$ cat config.mk
export PLATFORM = sky130hd
export DESIGN_NAME = pool_engine
export DESIGN_NICKNAME = d
export VERILOG_FILES = /design/src/logic/pool_pkg.sv /design/src/logic/atom_if.sv /design/src/logic/atom_fifo.sv /design/src/logic/atom_reader.sv /design/src/logic/pool_engine.sv /design/src/logic/pool_unit.sv
export SDC_FILE = /design/constraint.sdc
export NUM_CORES = 1
export LEC_CHECK = 0
export ABC_AREA = 0
export BUFFER_PORTS_ARGS = -buffer_cell sky130_fd_sc_hd__clkbuf_2
export CORE_ASPECT_RATIO = 1.5
export CORE_MARGIN = 2
export CORE_UTILIZATION = 30
export DETAILED_ROUTE_END_ITERATION = 8
export GPL_TIMING_DRIVEN = 0
export PLACE_DENSITY = 0.55
export SETUP_SLACK_MARGIN = 0.2
export SYNTH_ARGS = -nofsm -noshare
export SYNTH_HDL_FRONTEND = slang
export SYNTH_SLANG_ARGS = --single-unit
$ cat constraint.sdc
create_clock -name clk -period 4.8 [get_ports clk]
set_input_delay 0.72 -clock clk [delete_from_list [all_inputs] [get_ports clk]]
set_output_delay 0.72 -clock clk [all_outputs]
set_load 0.03 [all_outputs]
$ cat src/logic/pool_pkg.sv
package pool_pkg;
	// Datapath widths
	localparam int WORD_W = 16;  // One lane and one DMA word
	localparam int BURST_LEN = 4;  // Lanes per atom, words per read burst
	localparam int ATOM_W = WORD_W * BURST_LEN;
	localparam int ADDR_W = 30;  // DMA word address
	localparam int LANE_W = $clog2(BURST_LEN);
	localparam logic [LANE_W-1:0] LAST_LANE = LANE_W'(BURST_LEN - 1);

	// Atom buffer between reader and pooling unit
	localparam int FIFO_DEPTH = 4;
	localparam int PTR_W = $clog2(FIFO_DEPTH);

	// Run configuration
	localparam int OP_W = 3;
	localparam logic [OP_W-1:0] OP_MAXPOOL = 3'd4;
	localparam logic [OP_W-1:0] OP_AVEPOOL = 3'd5;
	localparam int KLOG_W = 2;  // log2 of atoms per window
	localparam int KCNT_W = 2 ** KLOG_W - 1;  // Atom index in a window, 1 to 8 atoms
	localparam int WIN_W = 8;  // Window count of one run
	localparam int ATOM_CNT_W = WIN_W + KCNT_W;  // Atoms of a whole run
	localparam int SUM_W = WORD_W + KCNT_W;  // Eight lanes add up without overflow

	// Pooling unit FSM encoding
	localparam int ST_W = 2;
	localparam logic [ST_W-1:0] ST_IDLE = 2'd0;
	localparam logic [ST_W-1:0] ST_POOL = 2'd1;  // Popping atoms of a window
	localparam logic [ST_W-1:0] ST_WRITE = 2'd2;  // Lane results out one by one
endpackage

$ cat src/logic/atom_if.sv
`timescale 1ns/1ps

// Atom path from reader through the FIFO into the pooling unit
interface atom_if;
	logic push;  // Reader hands over one complete atom
	logic [pool_pkg::ATOM_W-1:0] push_atom;
	logic full;  // No push while set
	logic pop;  // Pooling unit takes the oldest atom
	logic [pool_pkg::ATOM_W-1:0] pop_atom;  // Oldest atom, valid while empty is low
	logic empty;  // No pop while set

	modport producer (
		output push,
		output push_atom,
		input  full
	);

	modport buffer (
		input  push,
		input  push_atom,
		input  pop,
		output full,
		output empty,
		output pop_atom
	);

	modport consumer (output pop, input pop_atom, input empty);
endinterface

$ cat src/logic/atom_fifo.sv
`timescale 1ns/1ps

module atom_fifo (
	input logic clk,
	input logic rst,
	atom_if.buffer aif
);
	logic [pool_pkg::ATOM_W-1:0] mem [pool_pkg::FIFO_DEPTH];
	logic [pool_pkg::PTR_W-1:0] wr_ptr;  // Next free slot
	logic [pool_pkg::PTR_W-1:0] rd_ptr;  // Oldest atom
	logic [pool_pkg::PTR_W:0] count;  // Occupancy, 0 to FIFO_DEPTH

	assign aif.full = (count == pool_pkg::FIFO_DEPTH);
	assign aif.empty = (count == '0);
	assign aif.pop_atom = mem[rd_ptr];  // Show-ahead read

	always_ff @(posedge clk) begin
		if (aif.push) begin
			mem[wr_ptr] <= aif.push_atom;
		end
	end

	// Pointers wrap on their own, depth is a power of two
	always_ff @(posedge clk or posedge rst) begin
		if (rst) begin
			wr_ptr <= '0;
			rd_ptr <= '0;
			count <= '0;
		end else begin
			if (aif.push) begin
				wr_ptr <= wr_ptr + 1;
			end
			if (aif.pop) begin
				rd_ptr <= rd_ptr + 1;
			end
			case ({aif.push, aif.pop})
				2'b10: count <= count + 1;
				2'b01: count <= count - 1;
				default: count <= count;  // Both or neither, level unchanged
			endcase
		end
	end
endmodule

$ cat src/logic/atom_reader.sv
`timescale 1ns/1ps

module atom_reader (
	input  logic clk,
	input  logic rst,
	input  logic i_start,
	input  logic [pool_pkg::KLOG_W-1:0] i_kernel_log2,
	input  logic [pool_pkg::WIN_W-1:0] i_windows,
	input  logic [pool_pkg::ADDR_W-1:0] i_data_start_addr,
	input  logic i_rd_we,  // One word strobe from the DMA
	input  logic [pool_pkg::WORD_W-1:0] i_rd_data,
	output logic o_rd_en,  // Level, asks for one burst
	output logic [pool_pkg::ADDR_W-1:0] o_rd_addr,
	atom_if.producer aif
);
	logic [pool_pkg::ATOM_CNT_W-1:0] atoms_left;  // Atoms not yet fully read
	logic [pool_pkg::LANE_W-1:0] word_cnt;  // Word position in the current burst
	logic [pool_pkg::ATOM_W-1:0] atom_reg;  // Deserialized atom
	logic pending;  // Complete atom not yet taken by the FIFO
	logic last_word;

	assign last_word = i_rd_we && (word_cnt == pool_pkg::LAST_LANE);

	// A held atom leaves as soon as the FIFO has room
	assign aif.push = pending && !aif.full;
	assign aif.push_atom = atom_reg;

	// Newest word enters at the top, so word 0 of a burst ends in lane 0
	always_ff @(posedge clk) begin
		if (i_rd_we) begin
			atom_reg <= {i_rd_data, atom_reg[pool_pkg::ATOM_W-1:pool_pkg::WORD_W]};
		end
	end

	always_ff @(posedge clk or posedge rst) begin
		if (rst) begin
			atoms_left <= '0;
			word_cnt <= '0;
			pending <= 1'b0;
			o_rd_en <= 1'b0;
			o_rd_addr <= '0;
		end else if (i_start) begin
			// Whole run is windows times 2**klog atoms
			atoms_left <= {{pool_pkg::KCNT_W{1'b0}}, i_windows} << i_kernel_log2;
			word_cnt <= '0;
			pending <= 1'b0;
			o_rd_en <= (i_windows != '0);  // Empty run never asks
			o_rd_addr <= i_data_start_addr;
		end else begin
			if (i_rd_we) begin
				o_rd_addr <= o_rd_addr + 1;  // Next word of the stream
				word_cnt <= word_cnt + 1;
			end
			if (last_word) begin
				// Burst done, hold the atom and stop asking
				word_cnt <= '0;
				pending <= 1'b1;
				o_rd_en <= 1'b0;
				atoms_left <= atoms_left - 1;
			end else if (aif.push) begin
				pending <= 1'b0;
				o_rd_en <= (atoms_left != '0);  // Next burst only if atoms remain
			end
		end
	end
endmodule

$ cat src/logic/pool_engine.sv
`timescale 1ns/1ps

module pool_engine (
	input  logic clk,
	input  logic rst,
	// Run configuration, latched on i_start
	input  logic i_start,
	input  logic [pool_pkg::OP_W-1:0] i_op_type,
	input  logic [pool_pkg::KLOG_W-1:0] i_kernel_log2,
	input  logic [pool_pkg::WIN_W-1:0] i_windows,
	input  logic [pool_pkg::ADDR_W-1:0] i_data_start_addr,
	input  logic [pool_pkg::ADDR_W-1:0] i_result_start_addr,
	// DMA read port
	input  logic i_rd_we,
	input  logic [pool_pkg::WORD_W-1:0] i_rd_data,
	output logic o_rd_en,
	output logic [pool_pkg::ADDR_W-1:0] o_rd_addr,
	// DMA write port
	input  logic i_wr_re,
	output logic o_wr_req,
	output logic [pool_pkg::ADDR_W-1:0] o_wr_addr,
	output logic [pool_pkg::WORD_W-1:0] o_wr_data,
	output logic o_wr_valid,
	output logic o_done
);
	atom_if aif ();  // Reader to FIFO to pooling unit

	atom_reader u_reader (
		.clk               (clk),
		.rst               (rst),
		.i_start           (i_start),
		.i_kernel_log2     (i_kernel_log2),
		.i_windows         (i_windows),
		.i_data_start_addr (i_data_start_addr),
		.i_rd_we           (i_rd_we),
		.i_rd_data         (i_rd_data),
		.o_rd_en           (o_rd_en),
		.o_rd_addr         (o_rd_addr),
		.aif               (aif.producer)
	);

	atom_fifo u_fifo (
		.clk (clk),
		.rst (rst),
		.aif (aif.buffer)
	);

	pool_unit u_pool (
		.clk                 (clk),
		.rst                 (rst),
		.i_start             (i_start),
		.i_op_type           (i_op_type),
		.i_kernel_log2       (i_kernel_log2),
		.i_windows           (i_windows),
		.i_result_start_addr (i_result_start_addr),
		.i_wr_re             (i_wr_re),
		.o_wr_req            (o_wr_req),
		.o_wr_addr           (o_wr_addr),
		.o_wr_data           (o_wr_data),
		.o_wr_valid          (o_wr_valid),
		.o_done              (o_done),
		.aif                 (aif.consumer)
	);
endmodule

$ cat src/logic/pool_unit.sv
`timescale 1ns/1ps

module pool_unit (
	input  logic clk,
	input  logic rst,
	input  logic i_start,
	input  logic [pool_pkg::OP_W-1:0] i_op_type,
	input  logic [pool_pkg::KLOG_W-1:0] i_kernel_log2,
	input  logic [pool_pkg::WIN_W-1:0] i_windows,
	input  logic [pool_pkg::ADDR_W-1:0] i_result_start_addr,
	input  logic i_wr_re,  // DMA takes the word next cycle
	output logic o_wr_req,
	output logic [pool_pkg::ADDR_W-1:0] o_wr_addr,
	output logic [pool_pkg::WORD_W-1:0] o_wr_data,
	output logic o_wr_valid,
	output logic o_done,
	atom_if.consumer aif
);
	logic [pool_pkg::ST_W-1:0] state;
	logic [pool_pkg::OP_W-1:0] op_q;
	logic [pool_pkg::KLOG_W-1:0] klog_q;
	logic [pool_pkg::WIN_W-1:0] win_left;  // Windows still to write
	logic [pool_pkg::KCNT_W-1:0] atom_idx;  // Atom position in the window
	logic [pool_pkg::KCNT_W-1:0] last_idx;
	logic [pool_pkg::LANE_W-1:0] lane;  // Lane being written
	logic [pool_pkg::SUM_W-1:0] acc [pool_pkg::BURST_LEN];
	logic [pool_pkg::SUM_W-1:0] lane_in [pool_pkg::BURST_LEN];
	logic [pool_pkg::SUM_W-1:0] lane_avg;
	logic [pool_pkg::WORD_W-1:0] lane_word;

	// 2**klog - 1 without a multiplier
	assign last_idx = ~({pool_pkg::KCNT_W{1'b1}} << klog_q);
	assign aif.pop = (state == pool_pkg::ST_POOL) && !aif.empty;

	always_comb begin
		for (int i = 0; i < pool_pkg::BURST_LEN; i++) begin
			lane_in[i] = {{pool_pkg::KCNT_W{1'b0}}, aif.pop_atom[i*pool_pkg::WORD_W +: pool_pkg::WORD_W]};
		end
	end

	// Window size is a power of two, the average is a shift
	assign lane_avg = acc[lane] >> klog_q;
	assign lane_word = (op_q == pool_pkg::OP_AVEPOOL) ? lane_avg[pool_pkg::WORD_W-1:0]
		: acc[lane][pool_pkg::WORD_W-1:0];

	// Lane accumulators, first atom of a window loads them
	always_ff @(posedge clk) begin
		if (aif.pop) begin
			for (int i = 0; i < pool_pkg::BURST_LEN; i++) begin
				if (atom_idx == '0) begin
					acc[i] <= lane_in[i];
				end else begin
					case (op_q)
						pool_pkg::OP_AVEPOOL: acc[i] <= acc[i] + lane_in[i];
						pool_pkg::OP_MAXPOOL: acc[i] <= (lane_in[i] > acc[i]) ? lane_in[i] : acc[i];
						default: acc[i] <= acc[i];  // Unknown op keeps the first atom
					endcase
				end
			end
		end
	end

	always_ff @(posedge clk) begin
		if (o_wr_req && i_wr_re) begin
			o_wr_data <= lane_word;  // Shown with o_wr_valid
		end
	end

	always_ff @(posedge clk or posedge rst) begin
		if (rst) begin
			state <= pool_pkg::ST_IDLE;
			op_q <= '0;
			klog_q <= '0;
			win_left <= '0;
			atom_idx <= '0;
			lane <= '0;
			o_wr_req <= 1'b0;
			o_wr_valid <= 1'b0;
			o_wr_addr <= '0;
			o_done <= 1'b0;
		end else if (i_start) begin
			op_q <= i_op_type;
			klog_q <= i_kernel_log2;
			win_left <= i_windows;
			atom_idx <= '0;
			lane <= '0;
			o_wr_req <= 1'b0;
			o_wr_valid <= 1'b0;
			o_wr_addr <= i_result_start_addr;
			o_done <= (i_windows == '0);  // Nothing to pool
			state <= (i_windows == '0) ? pool_pkg::ST_IDLE : pool_pkg::ST_POOL;
		end else begin
			case (state)
				pool_pkg::ST_POOL: begin
					if (aif.pop) begin
						if (atom_idx == last_idx) begin
							// Window complete, request for lane 0 next cycle
							atom_idx <= '0;
							lane <= '0;
							o_wr_req <= 1'b1;
							state <= pool_pkg::ST_WRITE;
						end else begin
							atom_idx <= atom_idx + 1;
						end
					end
				end
				pool_pkg::ST_WRITE: begin
					if (o_wr_valid) begin
						o_wr_valid <= 1'b0;
						o_wr_addr <= o_wr_addr + 1;
						if (lane != pool_pkg::LAST_LANE) begin
							lane <= lane + 1;
							o_wr_req <= 1'b1;  // Next lane of the same window
						end else begin
							lane <= '0;
							win_left <= win_left - 1;
							if (win_left == 1) begin
								o_done <= 1'b1;  // Holds until the next start
								state <= pool_pkg::ST_IDLE;
							end else begin
								state <= pool_pkg::ST_POOL;
							end
						end
					end else if (o_wr_req && i_wr_re) begin
						o_wr_req <= 1'b0;
						o_wr_valid <= 1'b1;
					end
				end
				default: state <= pool_pkg::ST_IDLE;  // Waits for i_start
			endcase
		end
	end
endmodule

==> flow_summary.toml <==
[synth]
ys_ff_latch = 517
seq_area_frac_synth_pct = 56.5
yosys.area.top_type_share_pct = 46.6
synth.avg_cell_area_sq_um = 12.4
synth_common_cells = "edfxtp_1 (412), nand2_1 (251), ha_1 (162), inv_1 (139), nor2_1 (128)"
synthFlopType = "edfxtp_1"
ys_warn_count = 0
syn_inst = 2136
synth_nets = 2397
synth_area_leader_cell = "edfxtp_1"
syn_area_sq_mm = 0.0265
postSynth.asyncResetShare_pct = 20.3
synth.distinct_cells = 81
yosysMostFrequentCell = "edfxtp_1"
synth_edf_count = 412
synth.area.top_cells = "edfxtp_1 (47%), dfrtp_1 (9.9%), ha_1 (7.6%)"

[worst_hold_path]
hold_start = "i_rd_data[4]"
hold_end = "u_reader.aif.push_atom[52]$_DFFE_PP_"
hp-class = "primary input to flop"
hold_depth = 1

[global_route]
use_met3_pct = 2.45
grt_pass1_vias = 18500
grtUsageTotal_pct = 16.3
grt_use_met1_pct = 17.3
overflow = 0
grt_max_degree = 64
grt.busiest_layer = "met2"
grt_util_met2_pct = 30.5
antenna_found_initial = 0
grt_pass1_wl_um = 112000

[place]
io_buffers = 171
gp_congestion = 0.934
dp_hpwl_um = 55900

[clock_tree]
clockRootBuffer = "clkbuf_16"
cts_tree = "yes"
clk_pin_slew_ns = 0.06
cts_buffers = 54
numClockSinks = 517
clk_latency_ns = 0.64
htree_num_levels = 2
cts_setup_buffers = 0
ctsLongestPathBuffers = 3

[worst_setup_path]
cp-end-kind = "flop"
ff2ff_setup_slack_ns = 0.53
arrival_ns = 4.64
crit_required_ns = 5.17
crit_buf_inv = 2
cp-start-kind = "flop"
worstRegToRegCells = 11
crit_type = "flop to flop"
r2r_start = "u_fifo.rd_ptr[0]$_DFFE_PP0P_"
worstPathMaxFanout = 10
reg2reg_to = "u_pool.acc[0][18]$_SDFFCE_PP0P_"
crit_slowest_cell = "mux4_2"
crit_family = "compound AO/OA/AOI/OAI gates"
crit_path_max_incr_delay_ns = 0.65
crit_path_cell_trace = "buf_2 -> buf_2 -> mux4_2 -> ha_1 -> o21bai_1 -> a2111oi_2 -> nor3_1 -> a2111oi_2 -> a211oi_1 -> xnor2_1 -> nor2_1"

[power_and_ir_drop]
p_int_mw = 11.4
comb_power_share_pct = 44.2
switching_share_pct = 40.4
power_density_mw_per_mm2 = 622
p_sw_mw = 7.74
power_mw = 19.2
leakage_nw = 11.9
pwr-share-clk_pct = 22.2
seqPwrFrac_pct = 33.6
peakVddDrop_mv = 0.295

[flow_run]
maxCapViolCount = 0

[final_layout]
syn_to_final_growth_pct = 16.2
antenna_cells = 0
fin_util_pct = 35.2
drive_gt1_share_pct = 17.1
finalNetCount = 2631

[routing]
ant_nets = 0
drc = 0
vias_per_cell = 5.01
wl_per_cell_um = 20.9
drtPass1Iterations = 5
wl_um = 74500
first_iter_violations = 1134
vias = 17800

[timing]
worstMarginPinSlew_ns = 1.15
grt_setup_unrepaired = "false"
final_max_slew_viol_count = 0
setup_violations = 0
fin_crit_ns = 4.27
finClkSkew_ns = 0.0301
relSlewSlack_pct = 23.3
fmax_ghz = 0.234
period_share_pct = 89.1
finalHoldViolCount = 0

[die]
core_sq_mm = 0.0877
die_w_um = 247
die_h_um = 368
start_util_pct = 30.3
rows = 133
dieArea_sq_mm = 0.0909
io_pins = 174

[run_status]
status = "completed"
## kinds of logic after synthesis
group           Yosys count  share of synthesized area (%)
compound gates          398                           9.18
xor+xnor                136                           4.49
fa+ha+maj               167                           8.01
buf+inv                 210                           3.08
flops                   517                           56.5
mux                     123                           8.59
simple gates            585                           10.1
## power groups by stage
stage	combinational (mW)	sequential (mW)	clock, mW
6_report	8.48	6.45	4.26
3_5_place_dp	8.43	6.54	0
4_1_cts	8.50	6.44	4.38
3_3_place_gp	8.27	6.51	0
2_1_floorplan	6.21	6.19	0
5_1_grt	9.38	6.48	4.54
## worst max-delay path by stage
| stage | slack (ns) | end | startpoint | depth (start not counted) |
|---|---|---|---|---|
| global placement | -0.38 | u_pool.acc[3][5]$_DFFE_PP_ | u_fifo.rd_ptr[1]$_DFFE_PP0P_ | 11 |
| floorplan | 1.05 | u_pool.acc[3][0]$_DFFE_PP_ | u_fifo.rd_ptr[0]$_DFFE_PP0P_ | 10 |
| global route | 0.21 | u_pool.acc[0][18]$_SDFFCE_PP0P_ | u_fifo.rd_ptr[0]$_DFFE_PP0P_ | 11 |
| CTS | 0.22 | u_pool.acc[0][15]$_DFFE_PP_ | u_fifo.rd_ptr[1]$_DFFE_PP0P_ | 11 |
| finish | 0.53 | u_pool.acc[0][18]$_SDFFCE_PP0P_ | u_fifo.rd_ptr[0]$_DFFE_PP0P_ | 11 |
| detailed placement | -0.03 | u_pool.acc[0][18]$_SDFFCE_PP0P_ | u_fifo.rd_ptr[1]$_DFFE_PP0P_ | 11 |
## repair_timing
action                                  CTS  global route
endpoints found under the setup margin   41            20
gates resized for setup                   1             4
hold buffers                              0             0
## layout by cell type, fill, tap and decap left out, types with 12 or more instances in the layout
cell,count
buf_2,15
clkbuf_16,55
clkbuf_1,54
dfrtp_1,105
nor2b_1,17
nand2b_1,18
o21bai_1,17
o21ai_1,55
nand2_1,251
mux4_2,83
nor2_1,128
a21oi_1,90
nor4_1,15
edfxtp_1,412
inv_1,138
a21o_1,20
a31oi_1,12
o21ai_0,125
xor2_1,51
nand4_1,26
mux2i_1,31
or3_1,13
clkbuf_2,172
xnor2_1,85
nand3_1,35
and3_1,18
nor3_1,30
ha_1,162
## final cells by class
class                      instances  area, sq um
buffer                            68          288
clock buffer                      70         1470
clock inverter                    32          324
fill                            8458        56900
inverter                         142          536
multi-input combinational       1409        10800
sequential                       517        15000
tap                             1147         1440
timing repair buffer             178         1040
## stage by stage
| stage | std cells | TNS [ns] | hold slack (ns) | cell area, sq um | setup WS [ns] |
|---|---|---|---|---|---|
| 2_1_floorplan | 2136 | 0 | 0.459 | 26500 | 1.05 |
| 3_3_place_gp | 3454 | -31.57 | 0.467 | 28800 | -0.384 |
| 3_5_place_dp | 3461 | -0.0321 | 0.484 | 29000 | -0.0321 |
| 4_1_cts | 3563 | 0 | 0.215 | 30800 | 0.225 |
| 5_1_grt | 3563 | 0 | 0.225 | 30800 | 0.211 |
| 6_report | 3563 | 0 | 0.254 | 30800 | 0.525 |
## state kept, by name, indices dropped and copies added (netlist names), 2 cells and up
name                    flops
u_reader.word_cnt           2
u_pool.state                2
u_pool.o_wr_data           16
u_fifo.wr_ptr               2
u_fifo.mem                256
u_reader.aif.push_atom     64
u_reader.atoms_left        11
u_pool.o_wr_addr           30
u_fifo.count                3
u_pool.lane                 2
u_pool.atom_idx             3
u_reader.o_rd_addr         30
u_pool.acc                 76
u_pool.op_q                 3
u_fifo.rd_ptr               2
u_pool.klog_q               2
u_pool.win_left             8
## worst register-to-register path, cell delays in order (launching register included)
cell	delay, ns
dfrtp_1	0.36
buf_2	0.36
buf_2	0.55
mux4_2	0.66
ha_1	0.36
o21bai_1	0.16
a2111oi_2	0.45
nor3_1	0.11
a2111oi_2	0.56
a211oi_1	0.20
xnor2_1	0.20
nor2_1	0.05
## metal layers
layer,share of wire (%),vias to the layer above
li1,-,8285
met1,37,8906
met2,53,495
met3,4.2,156
met4,5.9,0
met5,0,-
(Power assumes the default switching activity.)
